## config.mk

```make
export PLATFORM = sky130hd
export DESIGN_NAME = mcu16_core
export DESIGN_NICKNAME = d
export VERILOG_FILES = /design/src/hw/mcu16_pkg.sv /design/src/hw/mcu16_ifs.sv /design/src/hw/decode_unit.sv /design/src/hw/execute_unit.sv /design/src/hw/mcu16_core.sv /design/src/hw/result_unit.sv
export SDC_FILE = /design/constraint.sdc
export NUM_CORES = 1
export LEC_CHECK = 0
export BUFFER_PORTS_ARGS = -buffer_cell sky130_fd_sc_hd__buf_2
export CORE_AREA = 3 3 206 208
export CTS_CLUSTER_SIZE = 40
export DETAILED_ROUTE_END_ITERATION = 6
export DIE_AREA = 0 0 209 211
export PLACE_DENSITY = 0.6
export SETUP_SLACK_MARGIN = 0.5
export SLEW_MARGIN = 10
export SYNTH_ARGS = -nofsm -noshare
export SYNTH_HDL_FRONTEND = slang
export SYNTH_SLANG_ARGS = --single-unit
```

## constraint.sdc

```tcl
create_clock -name clk -period 8.2 [get_ports clk]
set_clock_uncertainty 0.2 [all_clocks]
set_input_delay 0.82 -clock clk [delete_from_list [all_inputs] [get_ports clk]]
set_output_delay 0.82 -clock clk [all_outputs]
set_load 0.02 [all_outputs]
```

## src/hw/mcu16_pkg.sv

```systemverilog
package mcu16_pkg;

    localparam int WORD_W     = 16;
    localparam int PC_W       = 8;
    localparam int REG_ADDR_W = 3;
    localparam int OPCODE_W   = 5;
    localparam int ALU_OP_W   = 4;
    localparam int FLAG_W     = 3;

    typedef logic [WORD_W-1:0]     word_t;
    typedef logic [REG_ADDR_W-1:0] reg_addr_t;
    typedef logic [PC_W-1:0]       pc_t;
    typedef logic [OPCODE_W-1:0]   opcode_t;
    typedef logic [ALU_OP_W-1:0]   alu_op_t;

    // Flag order is c, z, n from high to low, the same as the branch mask
    typedef logic [FLAG_W-1:0]     flags_t;

    localparam opcode_t OP_NOP = 5'd0;
    localparam opcode_t OP_LDI = 5'd1;
    localparam opcode_t OP_MOV = 5'd2;
    localparam opcode_t OP_ADD = 5'd3;
    localparam opcode_t OP_SUB = 5'd4;
    localparam opcode_t OP_AND = 5'd5;
    localparam opcode_t OP_OR  = 5'd6;
    localparam opcode_t OP_XOR = 5'd7;
    localparam opcode_t OP_CMP = 5'd8;
    localparam opcode_t OP_SHL = 5'd9;
    localparam opcode_t OP_SHR = 5'd10;
    localparam opcode_t OP_INC = 5'd11;
    localparam opcode_t OP_DEC = 5'd12;
    localparam opcode_t OP_NOT = 5'd13;
    localparam opcode_t OP_NEG = 5'd14;
    localparam opcode_t OP_BR  = 5'd15;
    localparam opcode_t OP_BRN = 5'd16;
    localparam opcode_t OP_OUT = 5'd17;
    localparam opcode_t OP_HLT = 5'd18;

    localparam alu_op_t ALU_PASS = 4'd0;
    localparam alu_op_t ALU_ADD  = 4'd1;
    localparam alu_op_t ALU_SUB  = 4'd2;
    localparam alu_op_t ALU_AND  = 4'd3;
    localparam alu_op_t ALU_OR   = 4'd4;
    localparam alu_op_t ALU_XOR  = 4'd5;
    localparam alu_op_t ALU_SHL  = 4'd6;
    localparam alu_op_t ALU_SHR  = 4'd7;
    localparam alu_op_t ALU_INC  = 4'd8;
    localparam alu_op_t ALU_DEC  = 4'd9;
    localparam alu_op_t ALU_NOT  = 4'd10;
    localparam alu_op_t ALU_NEG  = 4'd11;

    localparam int  RD_LSB    = 8;
    localparam int  RS_LSB    = 5;
    localparam int  REG_COUNT = 8;
    localparam pc_t RESET_PC  = 8'd0;

    typedef enum logic [1:0] {S_DECODE, S_EXECUTE, S_RESULT, S_STOPPED} seq_state_t;

endpackage

```

## src/hw/mcu16_ifs.sv

```systemverilog
`timescale 1ns/1ps

// Decoded instruction, presented to the execute unit
interface decode_if import mcu16_pkg::*; ();
    logic      valid;
    alu_op_t   alu_op;
    word_t     operand_a;
    word_t     operand_b;
    reg_addr_t rd;
    logic      wr_en;
    logic      flags_en;
    logic      is_branch;
    logic      branch_neg;
    flags_t    branch_mask;
    pc_t       target;
    logic      is_out;
    logic      is_halt;
    logic      is_illegal;

    modport source (output valid, alu_op, operand_a, operand_b, rd, wr_en, flags_en,
                    is_branch, branch_neg, branch_mask, target, is_out, is_halt, is_illegal);
    modport sink   (input valid, alu_op, operand_a, operand_b, rd, wr_en, flags_en,
                    is_branch, branch_neg, branch_mask, target, is_out, is_halt, is_illegal);
endinterface

// Executed result, waiting for commit in the result unit
interface exec_if import mcu16_pkg::*; ();
    logic      valid;
    word_t     value;
    reg_addr_t rd;
    logic      wr_en;
    flags_t    new_flags;
    logic      flags_en;
    logic      branch_taken;
    pc_t       target;
    logic      is_out;
    logic      is_halt;
    logic      is_illegal;

    modport source (output valid, value, rd, wr_en, new_flags, flags_en, branch_taken,
                    target, is_out, is_halt, is_illegal);
    modport sink   (input valid, value, rd, wr_en, new_flags, flags_en, branch_taken,
                    target, is_out, is_halt, is_illegal);
endinterface

```

## src/hw/decode_unit.sv

```systemverilog
`timescale 1ns/1ps

module decode_unit
    import mcu16_pkg::*;
(
    input  logic      clk,
    input  logic      nreset,
    input  word_t     instr_data,
    output pc_t       instr_addr,
    output reg_addr_t rs_addr,
    output reg_addr_t rd_addr,
    input  word_t     rs_data,
    input  word_t     rd_data,
    input  logic      pc_load,
    input  pc_t       pc_target,
    input  logic      stop,
    decode_if.source  dec
);
    seq_state_t state;
    pc_t        pc;
    opcode_t    opcode;
    word_t      imm_ext;
    alu_op_t    c_alu_op;
    logic       c_wr_en;
    logic       c_flags_en;
    logic       c_use_imm;
    logic       c_use_rd;
    logic       c_is_branch;
    logic       c_branch_neg;
    logic       c_is_out;
    logic       c_is_halt;
    logic       c_is_illegal;

    assign instr_addr = pc;
    assign opcode     = instr_data[WORD_W-1 -: OPCODE_W];
    assign rd_addr    = instr_data[RD_LSB +: REG_ADDR_W];
    assign rs_addr    = instr_data[RS_LSB +: REG_ADDR_W];
    assign imm_ext    = {{8{instr_data[7]}}, instr_data[7:0]};
    assign dec.valid  = (state == S_EXECUTE);

    always_ff @(posedge clk) begin
        if (!nreset) begin
            state <= S_DECODE;
            pc    <= RESET_PC;
        end else begin
            case (state)
                S_DECODE:  state <= S_EXECUTE;
                S_EXECUTE: state <= S_RESULT;
                S_RESULT: begin
                    // PC stays on the HLT or illegal word once the core stops
                    if (stop) begin
                        state <= S_STOPPED;
                    end else begin
                        state <= S_DECODE;
                        pc    <= pc_load ? pc_target : pc_t'(pc + 1'b1);
                    end
                end
                default: state <= S_STOPPED;
            endcase
        end
    end

    // Opcode to control table. Only ALU operations touch the flags
    always_comb begin
        c_alu_op     = ALU_PASS;
        c_wr_en      = 1'b0;
        c_flags_en   = 1'b0;
        c_use_imm    = 1'b0;
        c_use_rd     = 1'b0;
        c_is_branch  = 1'b0;
        c_branch_neg = 1'b0;
        c_is_out     = 1'b0;
        c_is_halt    = 1'b0;
        c_is_illegal = 1'b0;
        case (opcode)
            OP_NOP: ;
            OP_LDI: begin
                c_wr_en   = 1'b1;
                c_use_imm = 1'b1;
            end
            OP_MOV: c_wr_en = 1'b1;
            OP_ADD, OP_SUB, OP_AND, OP_OR, OP_XOR,
            OP_SHL, OP_SHR, OP_INC, OP_DEC, OP_NOT, OP_NEG: begin
                c_wr_en    = 1'b1;
                c_flags_en = 1'b1;
                case (opcode)
                    OP_ADD:  c_alu_op = ALU_ADD;
                    OP_SUB:  c_alu_op = ALU_SUB;
                    OP_AND:  c_alu_op = ALU_AND;
                    OP_OR:   c_alu_op = ALU_OR;
                    OP_XOR:  c_alu_op = ALU_XOR;
                    OP_SHL:  c_alu_op = ALU_SHL;
                    OP_SHR:  c_alu_op = ALU_SHR;
                    OP_INC:  c_alu_op = ALU_INC;
                    OP_DEC:  c_alu_op = ALU_DEC;
                    OP_NOT:  c_alu_op = ALU_NOT;
                    default: c_alu_op = ALU_NEG;
                endcase
            end
            OP_CMP: begin
                c_alu_op   = ALU_SUB;
                c_flags_en = 1'b1;
            end
            OP_BR:  c_is_branch = 1'b1;
            OP_BRN: begin
                c_is_branch  = 1'b1;
                c_branch_neg = 1'b1;
            end
            // OUT emits rd through the pass path
            OP_OUT: begin
                c_is_out = 1'b1;
                c_use_rd = 1'b1;
            end
            OP_HLT:  c_is_halt = 1'b1;
            default: c_is_illegal = 1'b1;
        endcase
    end

    always_ff @(posedge clk) begin
        if (state == S_DECODE) begin
            dec.alu_op      <= c_alu_op;
            dec.operand_a   <= rd_data;
            dec.operand_b   <= c_use_imm ? imm_ext : (c_use_rd ? rd_data : rs_data);
            dec.rd          <= rd_addr;
            dec.wr_en       <= c_wr_en;
            dec.flags_en    <= c_flags_en;
            dec.is_branch   <= c_is_branch;
            dec.branch_neg  <= c_branch_neg;
            dec.branch_mask <= instr_data[RD_LSB +: FLAG_W];
            dec.target      <= pc_t'(pc + 1'b1 + instr_data[7:0]);
            dec.is_out      <= c_is_out;
            dec.is_halt     <= c_is_halt;
            dec.is_illegal  <= c_is_illegal;
        end
    end

    a_valid_single: assert property (@(posedge clk) disable iff (!nreset)
        dec.valid |=> !dec.valid);

endmodule

```

## src/hw/execute_unit.sv

```systemverilog
`timescale 1ns/1ps

module execute_unit
    import mcu16_pkg::*;
(
    input  logic   clk,
    input  logic   nreset,
    input  flags_t flags,
    decode_if.sink dec,
    exec_if.source res
);
    // Bit 16 holds the carry, borrow or shifted-out bit
    logic [WORD_W:0] wide;
    flags_t          new_flags;
    logic            taken;

    always_comb begin
        case (dec.alu_op)
            ALU_ADD: wide = {1'b0, dec.operand_a} + {1'b0, dec.operand_b};
            ALU_SUB: wide = {1'b0, dec.operand_a} - {1'b0, dec.operand_b};
            ALU_AND: wide = {1'b0, dec.operand_a & dec.operand_b};
            ALU_OR:  wide = {1'b0, dec.operand_a | dec.operand_b};
            ALU_XOR: wide = {1'b0, dec.operand_a ^ dec.operand_b};
            ALU_SHL: wide = {dec.operand_a, 1'b0};
            ALU_SHR: wide = {dec.operand_a[0], 1'b0, dec.operand_a[WORD_W-1:1]};
            ALU_INC: wide = {1'b0, dec.operand_a} + 17'd1;
            ALU_DEC: wide = {1'b0, dec.operand_a} - 17'd1;
            ALU_NOT: wide = {1'b0, ~dec.operand_a};
            // Zero minus a borrows for any nonzero a
            ALU_NEG: wide = 17'd0 - {1'b0, dec.operand_a};
            default: wide = {1'b0, dec.operand_b};
        endcase
    end

    assign new_flags = {wide[WORD_W], wide[WORD_W-1:0] == '0, wide[WORD_W-1]};

    // Any flag under the mask passes and BRN inverts the test
    assign taken = dec.is_branch & ((|(dec.branch_mask & flags)) ^ dec.branch_neg);

    always_ff @(posedge clk) begin
        if (!nreset) begin
            res.valid <= 1'b0;
        end else begin
            res.valid <= dec.valid;
        end
    end

    always_ff @(posedge clk) begin
        if (dec.valid) begin
            res.value        <= wide[WORD_W-1:0];
            res.rd           <= dec.rd;
            res.wr_en        <= dec.wr_en;
            res.new_flags    <= new_flags;
            res.flags_en     <= dec.flags_en;
            res.branch_taken <= taken;
            res.target       <= dec.target;
            res.is_out       <= dec.is_out;
            res.is_halt      <= dec.is_halt;
            res.is_illegal   <= dec.is_illegal;
        end
    end

    a_result_follows: assert property (@(posedge clk) disable iff (!nreset)
        dec.valid |=> res.valid && !dec.valid);

endmodule

```

## src/hw/mcu16_core.sv

```systemverilog
`timescale 1ns/1ps

module mcu16_core
    import mcu16_pkg::*;
(
    input  logic  clk,
    input  logic  nreset,
    input  word_t instr_data,
    output pc_t   instr_addr,
    output logic  out_valid,
    output word_t out_data,
    output logic  halted,
    output logic  error
);
    reg_addr_t rs_addr;
    reg_addr_t rd_addr;
    word_t     rs_data;
    word_t     rd_data;
    flags_t    flags;
    logic      pc_load;
    pc_t       pc_target;
    logic      stop;

    decode_if dec_bus ();
    exec_if   exec_bus ();

    decode_unit u_decode (
        .clk        (clk),
        .nreset     (nreset),
        .instr_data (instr_data),
        .instr_addr (instr_addr),
        .rs_addr    (rs_addr),
        .rd_addr    (rd_addr),
        .rs_data    (rs_data),
        .rd_data    (rd_data),
        .pc_load    (pc_load),
        .pc_target  (pc_target),
        .stop       (stop),
        .dec        (dec_bus.source)
    );

    execute_unit u_execute (
        .clk    (clk),
        .nreset (nreset),
        .flags  (flags),
        .dec    (dec_bus.sink),
        .res    (exec_bus.source)
    );

    result_unit u_result (
        .clk       (clk),
        .nreset    (nreset),
        .res       (exec_bus.sink),
        .rs_addr   (rs_addr),
        .rd_addr   (rd_addr),
        .rs_data   (rs_data),
        .rd_data   (rd_data),
        .flags     (flags),
        .pc_load   (pc_load),
        .pc_target (pc_target),
        .stop      (stop),
        .out_valid (out_valid),
        .out_data  (out_data),
        .halted    (halted),
        .error     (error)
    );

endmodule

```

## src/hw/result_unit.sv

```systemverilog
`timescale 1ns/1ps

module result_unit
    import mcu16_pkg::*;
(
    input  logic      clk,
    input  logic      nreset,
    exec_if.sink      res,
    input  reg_addr_t rs_addr,
    input  reg_addr_t rd_addr,
    output word_t     rs_data,
    output word_t     rd_data,
    output flags_t    flags,
    output logic      pc_load,
    output pc_t       pc_target,
    output logic      stop,
    output logic      out_valid,
    output word_t     out_data,
    output logic      halted,
    output logic      error
);
    word_t regs [REG_COUNT];

    assign rs_data   = regs[rs_addr];
    assign rd_data   = regs[rd_addr];
    assign pc_load   = res.valid & res.branch_taken;
    assign pc_target = res.target;
    assign stop      = res.valid & (res.is_halt | res.is_illegal);

    always_ff @(posedge clk) begin
        if (!nreset) begin
            for (int i = 0; i < REG_COUNT; i++) begin
                regs[i] <= '0;
            end
            flags     <= '0;
            out_valid <= 1'b0;
            halted    <= 1'b0;
            error     <= 1'b0;
        end else begin
            if (res.valid && res.wr_en) begin
                regs[res.rd] <= res.value;
            end
            if (res.valid && res.flags_en) begin
                flags <= res.new_flags;
            end
            out_valid <= res.valid & res.is_out;
            // Both status bits are sticky until the next reset
            if (res.valid && res.is_halt) begin
                halted <= 1'b1;
            end
            if (res.valid && res.is_illegal) begin
                error <= 1'b1;
            end
        end
    end

    always_ff @(posedge clk) begin
        if (res.valid && res.is_out) begin
            out_data <= res.value;
        end
    end

    // Holds only if the sequencer really stops after HLT or an illegal opcode
    a_no_out_when_stopped: assert property (@(posedge clk) disable iff (!nreset)
        !(out_valid && (halted || error)));

endmodule

```

# After elaboration in Yosys (flattened, before gate mapping)
# Memory sizes are Yosys's and may differ from the RTL's.
# Cells that the tools add are included.
dict set report totals {
  ff_bits 123
  ramBits 128
  rom_bits 64
  input_bits 18
  output_inout_bits 27
  word_cells 121
  memories 2
}
# memory words word_bits rd rd_ports_with_merged_regs write_ports line_no
set mem_list {}
lappend mem_list {u_result.regs 8 16 2 0 8 result_unit.sv:22} ;# word_t regs [REG_COUNT];
lappend mem_list {{(no name shown)} 16 4 1 0 0 decode_unit.sv:86} ;# case (opcode)
dict set report classes {
  n_addsub 7
  n_eq_ne 31
  n_mux 23
  bitwise_logic 12
  n_reduce_logical 16
}
# op count
set op_table {}
lappend op_table {{case mux 17 bit (11 select lines)} 1}
lappend op_table {{2-to-1 mux 16 bit} 3}
lappend op_table {{== test 5 x 4 -> 1 bit (second input constant)} 8}
lappend op_table {{== test 5 x 3 -> 1 bit (second input constant)} 4}
lappend op_table {{OR reduction 19 bit} 1}
lappend op_table {{adder 16 x 1 -> 17 bit (second input constant)} 1}
lappend op_table {{adder 16 x 16 -> 17 bit} 1}
lappend op_table {{subtractor 1 x 16 -> 17 bit (first input constant)} 1}
lappend op_table {{subtractor 16 x 1 -> 17 bit (second input constant)} 1}
lappend op_table {{subtractor 16 x 16 -> 17 bit} 1}
lappend op_table {{bitwise AND 16 bit} 1}
lappend op_table {{== test 4 x 3 -> 1 bit (second input constant)} 4}
lappend op_table {{== test 4 bit (second input constant)} 4}
lappend op_table {{zero test 16 bit} 1}
lappend op_table {{inverter 16 bit} 1}
lappend op_table {{bitwise OR 16 bit} 1}
lappend op_table {{OR reduction 16 bit} 1}
lappend op_table {{bitwise XOR 16 bit} 1}
lappend op_table {{== test 5 bit (second input constant)} 3}
lappend op_table {{2-to-1 mux 1 bit} 13}
lappend op_table {{OR reduction 13 bit} 1}
lappend op_table {{OR reduction 12 bit} 1}
lappend op_table {{OR reduction 11 bit} 1}
lappend op_table {{== test 5 x 2 -> 1 bit (second input constant)} 2}
lappend op_table {{24 further kinds} 32}

# Depth between registers and ports, before layout
dict set report depth {
  ltp_word 6
  depth_mapped 19
  ltp_nobuf 18
}

# Cells and area by module
# A second synthesis with hierarchy kept.
dict set report hier_totals {
  cells_unflattened 1361
  area_unflattened_um2 15710.1
}
# module n_inst cells_per_inst area_each_um2 seq_area_each_um2
set modules_own_cells {}
lappend modules_own_cells {result_unit 1 478 7653.6 4444.3}
lappend modules_own_cells {execute_unit 1 609 4880.9 1071.0}
lappend modules_own_cells {decode_unit 1 274 3175.5 1821.7}

# Worst setup path after synthesis
# OpenSTA, ideal clock, no wires.
dict set report synth_timing {
  path_type {reg2reg}
  startpoint {register u_decode.dec.alu_op[2]}
  endpoint {register u_execute.res.new_flags[1] (data pin)}
  setup_ps 168
  t_arrival_ps 4615
  required_ps 7832
  setup_slack_ps 3217
  path_stages_with_launch 20
  path_buffers 7
  period_less_slack_ps 4983
  path_cell_list {edfxtp_1 > buf_2 > buf_2 > clkbuf_1 > buf_1 > clkbuf_1 > a21o_1 > buf_1 > a31oi_1 > o211ai_1 > ha_1 > clkbuf_1 > a21oi_1 > nand2_1 > or3_1 > nand3_1 > a31oi_1 > or4_1 > or4_4 > nor4b_4}
}
dict set report synth_via {
  elab_chain_cells 3
  word_cells_on_any_way 13
  classes_between {eq/ne: 11; mux: 1; reduce/logical: 1}
}
# item line_no
set synth_lines {}
lappend synth_lines {{start: declaration} mcu16_ifs.sv:20} ;# modport source (output valid, alu_op, operand_a, operand_b, rd, wr_en, flags_en,
lappend synth_lines {{start signal: assignment} decode_unit.sv:121} ;# dec.alu_op <= c_alu_op;
lappend synth_lines {{== test 4 bit (tied with other cells)} execute_unit.sv:18} ;# case (dec.alu_op)
lappend synth_lines {{case mux 17 bit (11 select lines) (*)} execute_unit.sv:18}
lappend synth_lines {{net u_execute.wide[5]} execute_unit.sv:13} ;# logic [WORD_W:0] wide;
lappend synth_lines {{zero test 16 bit (*)} execute_unit.sv:35} ;# assign new_flags = {wide[WORD_W], wide[WORD_W-1:0] == '0, wide[WORD_W-1]};
lappend synth_lines {{net u_execute.new_flags[1]} execute_unit.sv:14} ;# flags_t new_flags;
lappend synth_lines {{end: declaration} mcu16_ifs.sv:40} ;# modport source (output valid, value, rd, wr_en, new_flags, flags_en, branch_taken,
# The timed path passes the listed nets; every way through them passes the cells marked *.
# A chain may end at the register's enable or synchronous reset.

# Final worst setup path
dict set report layout_timing {
  startpoint {register u_decode.dec.alu_op[1]}
  endpoint {register u_execute.res.new_flags[1] (data pin)}
}
dict set report layout_via {
  elab_chain_cells 3
  word_cells_on_any_way 13
  classes_between {eq/ne: 11; mux: 1; reduce/logical: 1}
}
# item line_no
set layout_lines {}
lappend layout_lines {{== test 4 bit (tied with other cells)} execute_unit.sv:18}
lappend layout_lines {{case mux 17 bit (11 select lines) (*)} execute_unit.sv:18}
lappend layout_lines {{zero test 16 bit (*)} execute_unit.sv:35}
lappend layout_lines {{net u_execute.new_flags[1]} execute_unit.sv:14}
# Marks and branches as above.

==> reports/results.ini <==
[run_status]
status = completed

[placed_design]
placedInstanceArea_mm2 = 0.0158
io_buffer_count = 44
gp_congestion = 0.893
place_hpwl_um = 28600

[critical_path]
path_buf_inv = 1
cp-start-kind = flip-flop
reg2reg_depth = 15
reg2reg_to = u_execute.res.new_flags[1]
worstPathRequired_ns = 8.38
slowest_delay_ns = 0.84
slowest_stage = nor2b_1
crit_type = flip-flop to flip-flop
worstReg2RegStart = u_decode.dec.alu_op[1]
crit_chain = buf_4, nor2b_1, nand2_1, a21oi_1, a21oi_1, o211ai_1, ha_1, nand2b_1, a21oi_1, xor2_1, a211o_1, a221o_1, or4_1, or4_4, nor4b_4
crit_family = simple AND/OR/NAND/NOR gates
critPathArrivalTime_ns = 5.88
cp_max_fo = 52
crit_top_cell = a21oi_1
r2r_slack_ns = 2.50
cp-end-kind = flip-flop

[drt]
drc_errors = 0
drtIter0Drc = 1086
ant_nets = 0
route.vias.total = 10726
routed_wl_um = 40700
viasPerCell = 5.73
wire_per_inst_um = 21.7
drt-pass1-iter-count = 5

[cells_and_area]
multi_input_area_mm2 = 0.00724
seq_area_mm2 = 0.00734
layout_commonest_cell = edfxtp_1
final_nets = 1402
diodes = 0
syn_to_final_growth_pct = 11.0
stdcell_area_mm2 = 0.0167
drive_above_1_share_pct = 15.8
fillers = 3821
final_cell_mix = edfxtp_1 (233), and2_1 (146), nor2_1 (97), mux4_2 (69), nand2_1 (63)

[clock_tree]
postCtsSetupRepairBufs = 0
cts_tree = built
htreeDepth = 1
cts_resized = 0
cts_max_path_buffers = 3
root_buffer = clkbuf_16
cts_hold_buf = 0
clk_latency_ns = 0.56
clk_pin_slew_ns = 0.06
cts_num_sinks = 250
cts_buffers = 26

[synthesis]
async_flop_share_pct = 0
yosysWarnings = 0
syn_avg_cell_area_um2 = 11.5
synth-edff-count = 233
yosysSeqAreaShare_pct = 48.7
netlist_area_mm2 = 0.0151
netlist_instances = 1309
synth_nets = 1391
ys.flop_type = edfxtp_1
synth_seq_cells = 250
synth.distinct_cells = 76

[floorplanning]
die-height_um = 211
ios = 45
core_area_mm2 = 0.0407
chipWidth_um = 209
start_util_pct = 37.0
fp-row-count = 74
dieArea_mm2 = 0.0441

[min_path]
hp-class = flip-flop to flip-flop
whs_endpoint = u_execute.res.is_out
hold_depth = 0
min_from = u_decode.dec.is_out

[timing]
drv_slew = 0
hold_violations = 0
slew_headroom_pct = 19.0
fin_tns_setup_ns = 0
period_minus_slack_ns = 5.70
rsz0062_at_grt = false
final-setup-viol-count = 0
worst_pin_slew_ns = 1.21
max_freq_mhz = 175
period_share_pct = 69.5

[power]
power_leakage_nw = 6.17
power_per_cell_area_mw_per_mm2 = 229
ir_drop_uv = 169

[global_route]
grt_overflow_total = 0
grt_pass1_wl_um = 63500
first_global_vias = 10597
grt.total_usage_pct = 18.3
grt_max_degree = 55
antenna_found_initial = 0

[flow_run]
maxCapViolations = 0

-- flip-flops by register name, indices dropped and copies added, names as in the netlist, 2 cells and up --
signal	count
u_execute.res.new_flags	3
u_result.out_data	16
u_decode.dec.operand_a	16
u_decode.dec.operand_b	16
u_decode.dec.branch_mask	3
u_execute.res.rd	3
u_decode.dec.alu_op	4
u_result.regs	128
u_execute.res.target	8
u_execute.res.value	15
u_decode.state	2
u_decode.instr_addr	8
u_result.flags	3
u_decode.dec.target	8
-- worst reg2reg max path, cell delays in order, from the launching register on --
cell and delay (ns):
edfxtp_1 0.32, buf_4 0.45, nor2b_1 0.85, nand2_1 0.17, a21oi_1 0.76, a21oi_1 0.07, o211ai_1 0.23, ha_1 0.30
nand2b_1 0.18, a21oi_1 0.11, xor2_1 0.15, a211o_1 0.32, a221o_1 0.29, or4_1 0.43, or4_4 0.51, nor4b_4 0.21
-- worst max-delay path by stage --
stage	start	end	slack (ns)	depth (start not counted)
after floorplan	u_decode.dec.alu_op[2]	u_execute.res.new_flags[1]	3.22	19
after global placement	u_decode.dec.alu_op[1]	u_execute.res.new_flags[1]	2.63	15
after detailed placement	u_decode.dec.alu_op[1]	u_execute.res.new_flags[1]	2.54	15
after CTS	u_decode.dec.alu_op[1]	u_execute.res.new_flags[1]	2.55	15
after global routing	u_decode.dec.alu_op[1]	u_execute.res.new_flags[1]	2.16	15
final	u_decode.dec.alu_op[1]	u_execute.res.new_flags[1]	2.50	15
-- cell usage after synthesis, drive strengths merged (5+ instances only) --
cell | number | area (µm²)
edfxtp | 233 | 7000
and2 | 146 | 913
nor2 | 98 | 368
mux4 | 69 | 1550
nand2 | 63 | 236
a21oi | 62 | 314
ha | 62 | 776
o21ai | 61 | 305
inv | 56 | 210
clkbuf | 55 | 206
nand3 | 30 | 150
buf | 24 | 97.6
xnor2 | 24 | 210
o211ai | 23 | 173
o22ai | 23 | 144
mux2 | 22 | 248
nor3 | 22 | 110
a31oi | 20 | 125
dfxtp | 17 | 340
nand2b | 16 | 100
nor2b | 15 | 93.8
mux2i | 14 | 140
a211oi | 10 | 75.1
and3 | 10 | 62.6
or2 | 8 | 50.1
xor2 | 8 | 70.1
nand3b | 7 | 52.6
nand4 | 7 | 43.8
nor4 | 7 | 43.8
or3 | 7 | 43.8
a22oi | 6 | 45.0
a21o | 5 | 37.5
o221ai | 5 | 50.0
o32ai | 5 | 43.8
-- layout make-up --
cell class | count | area share [%]
flip-flops and latches | 250 | 43.9
multi-input cells | 924 | 43.3
well taps | 532 | 3.98
clock buffers | 27 | 3.91
repair buffers | 62 | 2.12
clock inverters | 21 | 1.62
inverters | 56 | 1.26
-- cell families (layout without fill, tap and decap cells) --
group	Yosys count	count (layout)	share of synthesized area, %
XOR/XNOR	32	32	1.86
AO/OA/AOI/OAI	272	272	11.7
buffers and inverters	135	166	3.41
flip-flops	250	250	48.7
adder cells (fa/ha/maj)	64	64	5.41
multiplexers	105	105	12.9
AND/OR/NAND/NOR	451	451	16.0
-- layer usage --
metal	wire, µm	share of wire [%]	vias up	global-route usage [%]
met2	19400	48	351	30.3
met1	18200	45	5353	26.0
met3	2150	5.3	53	1.72
met5	0	0	-	0
met4	899	2.2	0	4.78
li1	-	-	4969	-
-- report_power, final --
| part | switching, mW | internal (mW) |
|---|---|---|
| sequential | 0.145 | 1.53 |
| combinational | 0.529 | 0.341 |
| clock | 0.511 | 0.772 |
-- per-stage QoR --
stage	utilization, %	power [mW]	std cells	worst slack, ns	hold slack (ns)
5_1_grt	41.1	4.01	1872	2.16	0.227
3_5_place_dp	38.8	2.55	1824	2.54	0.205
6_report	41.1	3.83	1872	2.50	0.219
3_3_place_gp	38.8	2.54	1824	2.63	0.201
4_1_cts	41.1	3.84	1872	2.55	0.219
2_1_floorplan	-	2.27	1309	3.22	0.200
Note: power is estimated with default switching activity, not from simulation.
